==> src/agu_pkg.sv <==
/*
 * Shared types for the 6502-style address generation unit.
 * Encodings of the datapath op fields are fixed, slices decode them directly.
 * Operand bytes are 8 bits, addresses 16 bits, no other widths supported.
 */
`default_nettype none

package agu_pkg;

    typedef enum logic [1:0] {
        mode_zpx,                      // zeropage,X
        mode_abs,                      // absolute
        mode_absx,                     // absolute,X
        mode_rel                       // relative branch
    } agu_mode_e;

    typedef enum logic [1:0] {
        op_reg,                        // REG + ci
        op_base_reg,                   // base + REG + ci
        op_base,                       // base + ci
        op_base_abl                    // base + ABL + ci
    } lo_op_e;

    typedef enum logic [1:0] {
        base_zero,
        base_pcl,
        base_ahl,
        base_db
    } lo_base_e;

    typedef enum logic [1:0] {
        hi_hold,                       // ABH + ci, sign fix if sfix
        hi_zero,                       // page from REG high, 00 for X modes
        hi_pch,                        // restore from PCH
        hi_ahh                         // AHH + ci
    } hi_op_e;

    typedef struct packed {
        agu_mode_e   mode;
        logic [15:0] pc;               // address of first operand byte
        logic [7:0]  x;                // index value
        logic        cond;             // branch taken
    } agu_cmd_t;

    typedef struct packed {
        lo_op_e   lo_op;
        lo_base_e lo_base;
        logic     ci;                  // carry into low adder
        logic     ld_ahl;
        logic     ld_ahh;
        logic     ld_pc;
        logic     inc_pc;
        hi_op_e   hi_op;
        logic     sfix;                // add sign of db to ABH
    } dp_ctrl_t;

    typedef union packed {
        logic [7:0]        abs;        // address byte
        logic signed [7:0] rel;        // branch offset
    } operand_u;

    typedef struct packed {
        logic        req;
        logic [15:0] adr;
    } wb_req_t;

endpackage

`default_nettype wire

==> src/abl.sv <==
/*
 * Low address byte slice. Base select then offset adder, result registered in ABL.
 * co is the adder carry, only meaningful for ops that add to a base.
 * PCL steps from ABL, the sequencer keeps co equal to that carry on increments.
 */
`timescale 1ns/10ps
`default_nettype none

module abl (
    input  logic               clk,
    input  logic               rst_n,
    input  agu_pkg::dp_ctrl_t  ctrl,
    input  agu_pkg::operand_u  db,
    input  logic [7:0]         reg_val,
    output logic               co,
    output logic [7:0]         adl,
    output logic [7:0]         ab_lo
);

    import agu_pkg::*;

    logic [7:0] base;                  // stage one result
    logic [8:0] sum;                   // stage two result with carry
    logic [7:0] abl_q;                 // address bus low
    logic [7:0] ahl_q;                 // address hold low
    logic [7:0] pcl_q;                 // program counter low

    // stage one, base register
    always_comb begin
        case (ctrl.lo_base)
            base_zero: base = 8'h00;
            base_pcl:  base = pcl_q;
            base_ahl:  base = ahl_q;
            default:   base = db.abs;  // raw bus byte
        endcase
    end

    // stage two, offset plus carry in
    always_comb begin
        case (ctrl.lo_op)
            op_reg:      sum = {1'b0, reg_val} + 9'(ctrl.ci);
            op_base_reg: sum = {1'b0, base} + {1'b0, reg_val} + 9'(ctrl.ci);
            op_base:     sum = {1'b0, base} + 9'(ctrl.ci);
            default:     sum = {1'b0, base} + {1'b0, abl_q} + 9'(ctrl.ci);
        endcase
    end

    assign {co, adl} = sum;
    assign ab_lo     = abl_q;

    always_ff @(posedge clk) begin
        abl_q <= adl;                  // follows adder every cycle
        if (ctrl.ld_ahl)
            ahl_q <= db.abs;           // first operand byte
        if (ctrl.ld_pc)
            pcl_q <= abl_q + 8'(ctrl.inc_pc);
    end

    // sequencer must never leave control floating
    ctrl_known_a: assert property (@(posedge clk) disable iff (!rst_n)
        !$isunknown(ctrl));

endmodule

`default_nettype wire

==> src/abh.sv <==
/*
 * High address byte slice. Takes the low slice carry as ci.
 * sfix adds FF when the operand byte is a negative offset, so a branch
 * can move back a page. PCH increments only with ld_pc and inc_pc together.
 */
`timescale 1ns/10ps
`default_nettype none

module abh (
    input  logic               clk,
    input  logic               rst_n,
    input  agu_pkg::dp_ctrl_t  ctrl,
    input  agu_pkg::operand_u  db,
    input  logic               ci,
    input  logic [7:0]         reg_val,
    output logic [7:0]         ab_hi
);

    import agu_pkg::*;

    logic [7:0] abh_q;                 // address bus high
    logic [7:0] ahh_q;                 // address hold high
    logic [7:0] pch_q;                 // program counter high
    logic [7:0] sext;                  // sign extension of offset
    logic [7:0] nxt;

    assign sext = (ctrl.sfix && db.rel < 0) ? 8'hff : 8'h00;

    always_comb begin
        case (ctrl.hi_op)
            hi_hold: nxt = abh_q + 8'(ci) + sext;  // page fix on carry or sign
            hi_zero: nxt = reg_val;                // zero page unless loading pc
            hi_pch:  nxt = pch_q;
            default: nxt = ahh_q + 8'(ci);         // abs,X carry into page
        endcase
    end

    assign ab_hi = abh_q;

    always_ff @(posedge clk) begin
        abh_q <= nxt;
        if (ctrl.ld_ahh)
            ahh_q <= db.abs;           // second operand byte
        if (ctrl.ld_pc)
            pch_q <= abh_q + 8'(ctrl.inc_pc & ci);  // ci is PCL carry here
    end

    // sign fix is only defined on top of the held page
    sfix_hold_a: assert property (@(posedge clk) disable iff (!rst_n)
        ctrl.sfix |-> ctrl.hi_op == hi_hold);

endmodule

`default_nettype wire

==> src/wb_master.sv <==
/*
 * Wishbone classic read master, one byte per request, no writes.
 * A request is taken only while idle. rd_data holds until the next ack.
 */
`timescale 1ns/10ps
`default_nettype none

module wb_master (
    input  logic              clk,
    input  logic              rst_n,
    input  agu_pkg::wb_req_t  req,
    output logic              busy,
    output logic              rd_valid,
    output agu_pkg::operand_u rd_data,
    output logic              cyc_o,
    output logic              stb_o,
    output logic              we_o,
    output logic [15:0]       adr_o,
    input  logic [7:0]        dat_i,
    input  logic              ack_i
);

    logic take;                        // accept new request

    assign take = !cyc_o && req.req;
    assign busy = cyc_o;
    assign we_o = 1'b0;                // reads only

    always_ff @(posedge clk) begin
        if (!rst_n) begin
            cyc_o    <= 1'b0;
            stb_o    <= 1'b0;
            rd_valid <= 1'b0;
        end else begin
            rd_valid <= stb_o && ack_i;  // one cycle after ack
            if (take) begin
                cyc_o <= 1'b1;
                stb_o <= 1'b1;
            end else if (stb_o && ack_i) begin
                cyc_o <= 1'b0;         // end of cycle
                stb_o <= 1'b0;
            end
        end
    end

    always_ff @(posedge clk) begin
        if (take)
            adr_o <= req.adr;
        if (stb_o && ack_i)
            rd_data.abs <= dat_i;
    end

    stb_in_cyc_a: assert property (@(posedge clk) disable iff (!rst_n)
        stb_o |-> cyc_o);

    // address held through wait states
    adr_stable_a: assert property (@(posedge clk) disable iff (!rst_n)
        stb_o && !ack_i |=> stb_o && $stable(adr_o));

endmodule

`default_nettype wire

==> src/addr_seq.sv <==
/*
 * Addressing mode sequencer. Loads pc into the slices, fetches one or two
 * operand bytes, then composes the effective address on the address bus.
 * start is only honoured while busy is low. ea is valid with done.
 */
`timescale 1ns/10ps
`default_nettype none

module addr_seq (
    input  logic               clk,
    input  logic               rst_n,
    input  logic               start,
    input  agu_pkg::agu_cmd_t  cmd,
    input  logic [15:0]        ab,
    input  logic               rd_valid,
    input  logic               mem_busy,
    output agu_pkg::dp_ctrl_t  ctrl,
    output agu_pkg::wb_req_t   req,
    output logic [15:0]        reg_val,
    output logic               busy,
    output logic               done,
    output logic [15:0]        ea
);

    import agu_pkg::*;

    typedef enum logic [2:0] {
        st_idle, st_load, st_f0, st_f1, st_rel, st_br, st_abs, st_fin
    } state_e;

    state_e   state;
    agu_cmd_t cmd_q;                   // command held for the sequence
    logic     issued;                  // bus read outstanding

    assign busy = (state != st_idle);

    always_ff @(posedge clk) begin
        if (!rst_n) begin
            state  <= st_idle;
            issued <= 1'b0;
            done   <= 1'b0;
        end else begin
            done <= (state == st_fin);
            if (req.req)
                issued <= 1'b1;
            else if (rd_valid)
                issued <= 1'b0;
            case (state)
                st_idle: if (start) state <= st_load;
                st_load: state <= st_f0;
                st_f0: begin
                    if (rd_valid) begin
                        case (cmd_q.mode)
                            mode_zpx: state <= st_fin;  // composed on the fetch
                            mode_rel: state <= st_rel;
                            default:  state <= st_f1;
                        endcase
                    end
                end
                st_f1:   if (rd_valid) state <= st_abs;
                st_rel:  state <= st_br;
                st_br,
                st_abs:  state <= st_fin;
                default: state <= st_idle;  // st_fin
            endcase
        end
    end

    always_ff @(posedge clk) begin
        if (state == st_idle && start)
            cmd_q <= cmd;
        if (state == st_fin)
            ea <= ab;                  // result landed on the bus
    end

    always_comb begin
        ctrl         = '0;
        ctrl.lo_op   = op_base_abl;    // default holds AB
        ctrl.lo_base = base_zero;
        ctrl.hi_op   = hi_hold;
        reg_val      = {8'h00, cmd_q.x};
        req.req      = 1'b0;
        req.adr      = ab;
        case (state)
            st_load: begin
                ctrl.lo_op = op_reg;   // AB <= pc
                ctrl.hi_op = hi_zero;
                reg_val    = cmd_q.pc;
            end
            st_f0, st_f1: begin
                req.req = !issued && !mem_busy;
                if (rd_valid) begin
                    ctrl.ld_ahl = (state == st_f0);
                    ctrl.ld_ahh = (state == st_f1);
                    if (state == st_f0 && cmd_q.mode == mode_zpx) begin
                        ctrl.lo_op   = op_base_reg;  // db + X, carry dropped
                        ctrl.lo_base = base_db;
                        ctrl.hi_op   = hi_zero;
                    end else begin
                        ctrl.ci     = 1'b1;  // step AB and PC to next byte
                        ctrl.ld_pc  = 1'b1;
                        ctrl.inc_pc = 1'b1;
                    end
                end
            end
            st_rel: begin
                ctrl.ci     = 1'b1;    // pc+2, next instruction
                ctrl.ld_pc  = 1'b1;
                ctrl.inc_pc = 1'b1;
            end
            st_br: begin
                if (cmd_q.cond) begin
                    ctrl.lo_base = base_ahl;  // offset + ABL, page fix in abh
                    ctrl.sfix    = 1'b1;
                end else begin
                    ctrl.lo_op   = op_base;   // not taken, back to PC
                    ctrl.lo_base = base_pcl;
                    ctrl.hi_op   = hi_pch;
                end
            end
            st_abs: begin
                ctrl.lo_op   = (cmd_q.mode == mode_absx) ? op_base_reg : op_base;
                ctrl.lo_base = base_ahl;
                ctrl.hi_op   = hi_ahh;
            end
            default: ;
        endcase
    end

endmodule

`default_nettype wire

==> src/agu_top.sv <==
/*
 * Address generation unit top. One command at a time, see busy.
 * Bus side is a Wishbone classic read master, byte wide, 16 bit address.
 */
`timescale 1ns/10ps
`default_nettype none

module agu_top (
    input  logic              clk,
    input  logic              rst_n,
    input  logic              start,
    input  agu_pkg::agu_cmd_t cmd,
    output logic              busy,
    output logic              done,
    output logic [15:0]       ea,
    output logic              cyc_o,
    output logic              stb_o,
    output logic              we_o,
    output logic [15:0]       adr_o,
    input  logic [7:0]        dat_i,
    input  logic              ack_i
);

    import agu_pkg::*;

    dp_ctrl_t    ctrl;
    wb_req_t     req;
    operand_u    rd_data;              // DB for both slices
    logic        rd_valid;
    logic        mem_busy;
    logic        co;                   // low to high carry
    logic [7:0]  ab_lo;
    logic [7:0]  ab_hi;
    logic [15:0] reg_val;

    addr_seq addr_seq_i (
        .clk, .rst_n, .start, .cmd,
        .ab       ({ab_hi, ab_lo}),
        .rd_valid, .mem_busy, .ctrl, .req, .reg_val, .busy, .done, .ea
    );

    abl abl_i (
        .clk, .rst_n, .ctrl,
        .db      (rd_data),
        .reg_val (reg_val[7:0]),
        .co,
        .adl     (),
        .ab_lo
    );

    abh abh_i (
        .clk, .rst_n, .ctrl,
        .db      (rd_data),
        .ci      (co),
        .reg_val (reg_val[15:8]),
        .ab_hi
    );

    wb_master wb_master_i (
        .clk, .rst_n, .req,
        .busy     (mem_busy),
        .rd_valid, .rd_data, .cyc_o, .stb_o, .we_o, .adr_o, .dat_i, .ack_i
    );

endmodule

`default_nettype wire

==> config.mk <==
export PLATFORM = sky130hd
export DESIGN_NAME = agu_top
export DESIGN_NICKNAME = d
export VERILOG_FILES = /design/src/agu_pkg.sv /design/src/abl.sv /design/src/abh.sv /design/src/wb_master.sv /design/src/addr_seq.sv /design/src/agu_top.sv
export SDC_FILE = /design/constraint.sdc
export NUM_CORES = 1
export LEC_CHECK = 0
export ABC_CLOCK_PERIOD_IN_PS = 4700
export BUFFER_PORTS_ARGS = -buffer_cell sky130_fd_sc_hd__clkbuf_2
export CORE_ASPECT_RATIO = 0.75
export CORE_MARGIN = 1.5
export CORE_UTILIZATION = 40
export DETAILED_ROUTE_END_ITERATION = 12
export PLACE_DENSITY_LB_ADDON = 0.12
export SLEW_MARGIN = 20
export SYNTH_ARGS = -nofsm -noshare
export SYNTH_HDL_FRONTEND = slang
export SYNTH_SLANG_ARGS = --single-unit
==> constraint.sdc <==
create_clock -name clk -period 4.7 [get_ports clk]
set_clock_uncertainty 0.15 [all_clocks]
set_input_delay 0.235 -clock clk [delete_from_list [all_inputs] [get_ports clk]]
set_output_delay 0.235 -clock clk [all_outputs]
set_load 0.005 [all_outputs]
==> results.toml <==
[run_status]
status = "finished, final reports clean"

[cts]
cts_made_buffers = 17
clk_pin_slew_ns = 0.05
clock-sinks = 122
clk_latency_ns = 0.42
cts_htree_levels = 4
cts_tree = "yes"
clock_path_buffers = 2
clockRootBuffer = "clkbuf_16"

[finish]
n_antenna_cell = 0
fillers = 1244
area_growth_pct = 32.8
layout-drive-gt1-share_pct = 29.8
utilization_pct = 55.3
finalInstanceArea_um2 = 8130
final_nets = 731

[setup_path]
path_class = "flip-flop to flip-flop"
crit_fanout = 8
cp-start-kind = "flip-flop"
crit_arrival_ns = 4.65
cp-end-kind = "flip-flop"
cp.required_ns = 4.83

[yosys]
netlist_instances = 487
netlist_area_um2 = 6120
syn_avg_cell_area_um2 = 12.6
yosysTopAreaCellShare_pct = 48.6
async_reset_ff_share_pct = 0
synth_edf_count = 99
yosysSeqAreaShare_pct = 56.1
syn-num-nets = 563
yosys_register_bits = 122
yosysWarnings = 0
yosysTopAreaCell = "edfxtp_1"
synth_area_leaders = "edfxtp_1 49%, dfxtp_1 7.5%, ha_1 6.3%, xnor2_1 3.1%, xor2_1 2.0%"
synth_flop_cell = "edfxtp_1"
synthDistinctLibCells = 69

[die]
die_h_um = 110
die_w_um = 146
die_area_um2 = 16100
core_um2 = 14700
start_util_pct = 41.7
rows = 38
num_io_pins = 76

[sta]
tns_ns = 0
relSlewSlack_pct = 34.6
final-max-slew-violation-count = 0
worst_pin_slew_ns = 0.982
fin_crit_ns = 4.51
period_share_pct = 96.1
hold_viol_final = 0
timing.fmax_mhz = 222
rsz0062_at_grt = "true"
final-setup-viol-count = 0

[detailed_routing]
vias = 4376
post_drt_wl_per_cell_um = 17.3
drtIter0Drc = 233
wl_um = 15000
drc = 0
vias_per_cell = 5.04
ant_nets = 0
dr.pass1.iters = 5

[place]
dp_hpwl_um = 11000
globalplace.congestion = 0.892
portBuffers = 74
dpl_cell_area_um2 = 7020

[grt]
grt_pass1_vias = 4284
grt_pass1_wl_um = 23400
antenna_found_initial = 0
grt_max_degree = 28
gr-total-overflow = 0
grt.total_usage_pct = 20.0

[power_and_ir_drop]
irDropWorstVdd_mv = 0.241
power_mw = 3.32
powerDensity_nw_per_um2 = 408
leakage_nw = 3.32

[hold_path]
hold_path_class = "input pin to flip-flop"

[flow_run]
maxCapViolCount = 0
==> Yosys cell counts (7+ instances only) <==
| master | instances |
|---|---|
| nor2b_1 | 7 |
| nand3_1 | 9 |
| and2_1 | 9 |
| nor3_1 | 7 |
| xnor2_1 | 22 |
| nor2_1 | 27 |
| dfxtp_1 | 23 |
| o21ai_0 | 23 |
| inv_1 | 20 |
| a21o_1 | 7 |
| clkbuf_1 | 8 |
| mux2_2 | 7 |
| o21a_1 | 8 |
| a21oi_1 | 24 |
| xor2_1 | 14 |
| mux2i_1 | 11 |
| nand2_1 | 26 |
| a211oi_1 | 8 |
| edfxtp_1 | 99 |
| nand2b_1 | 9 |
| ha_1 | 31 |
==> layout by cell type (no fill, tap or decap), types with 14 or more instances in the layout <==
cell	instances
nor2_1	26
dlygate4sd3_1	38
o21ai_0	17
a21oi_1	20
nand2_1	26
dfxtp_1	20
inv_1	18
xor2_1	14
buf_4	50
clkbuf_2	74
xnor2_1	22
edfxtp_1	99
clkbuf_16	17
ha_1	30
==> metrics by stage <==
step | hold slack (ns) | worst slack [ns] | cells
after global routing | 0.0811 | -0.0149 | 868
final | 0.0561 | 0.186 | 868
after floorplan | 0.184 | -0.0117 | 487
after CTS | 0.0391 | 0.0133 | 862
after detailed placement | 0.264 | -0.0836 | 792
after global placement | 0.261 | -0.0359 | 792
==> flip-flops by register name, indices dropped and copies added, names as in the netlist, 3 cells and up <==
register and cells:
addr_seq_i.state 3, abh_i.pch_q 8, wb_master_i.rd_data 8, abh_i.ab_hi 8, abh_i.ahh_q 8, addr_seq_i.cmd_q 27, addr_seq_i.ea 16, abl_i.ahl_q 8
abl_i.ab_lo 8, abl_i.pcl_q 8, wb_master_i.adr_o 16
==> repair_timing <==
| item | CTS | global route |
|---|---|---|
| endpoints found under the hold margin | 42 | 0 |
| setup endpoints to repair | 2 | 4 |
| pin swaps | 1 | 20 |
| gates cloned | 0 | 0 |
| resized for setup | 4 | 22 |
| hold buffers | 38 | 0 |
| buffers inserted | 0 | 6 |
==> final cells by class <==
| type | instances | area (um^2) | area share, % |
|---|---|---|---|
| Timing Repair Buffer | 165 | 1160 | 14.3 |
| Inverter | 21 | 78.8 | 0.970 |
| Clock buffer | 24 | 482 | 5.93 |
| Clock inverter | 8 | 143 | 1.76 |
| Multi-Input combinational cell | 328 | 2570 | 31.6 |
| Sequential cell | 122 | 3440 | 42.4 |
| Tap cell | 200 | 250 | 3.08 |
==> final timing paths <==
| kind | from | to | slack (ns) | depth (start not counted) |
|---|---|---|---|---|
| max | addr_seq_i.state[2] | abh_i.ab_hi[6] | 0.19 | 23 |
| min | start | addr_seq_i.state[0] | 0.06 | 4 |
| max reg2reg | addr_seq_i.state[2] | abh_i.ab_hi[6] | 0.19 | 23 |
| min reg2reg | abh_i.pch_q[6] | abh_i.ab_hi[6] | 0.38 | 2 |
==> where the power goes <==
group / total, mW / internal, mW / switching, mW
Sequential: 1.45 / 1.32 / 0.132
Combinational: 0.491 / 0.244 / 0.247
Clock: 1.38 / 0.926 / 0.453
==> per-layer routing <==
metal	wire length, um	track usage, %	up-vias
met5	0	0	-
met2	6380	29.1	112
met1	7720	28.7	2089
met4	207	8.09	0
li1	-	-	2158
met3	716	4.77	17
==> worst max-delay path, stage by stage (launching register included) <==
cell,delay [ns]
dfxtp_4,0.36
buf_6,0.13
nor3b_4,0.16
buf_6,0.14
mux2_4,0.34
fa_2,0.40
fa_2,0.40
a21o_1,0.18
a21oi_2,0.17
o21ai_2,0.07
a21o_1,0.16
nand2_1,0.06
a32o_2,0.17
a21o_1,0.12
fa_2,0.23
inv_2,0.04
fa_2,0.35
nand2_1,0.07
nand2_1,0.06
a21oi_2,0.13
o21bai_1,0.07
a21oi_1,0.17
xor2_1,0.16
o21ai_1,0.08
==> cells by family after synthesis <==
family	share of synthesized area (%)
AND/OR/NAND/NOR	12.2
flip-flops	56.1
AO/OA/AOI/OAI	12.2
adder cells (fa/ha/maj)	8.30
buffers and inverters	2.90
XOR/XNOR	5.15
multiplexers	3.09
other	0.0613
(Power assumes the default switching activity.)
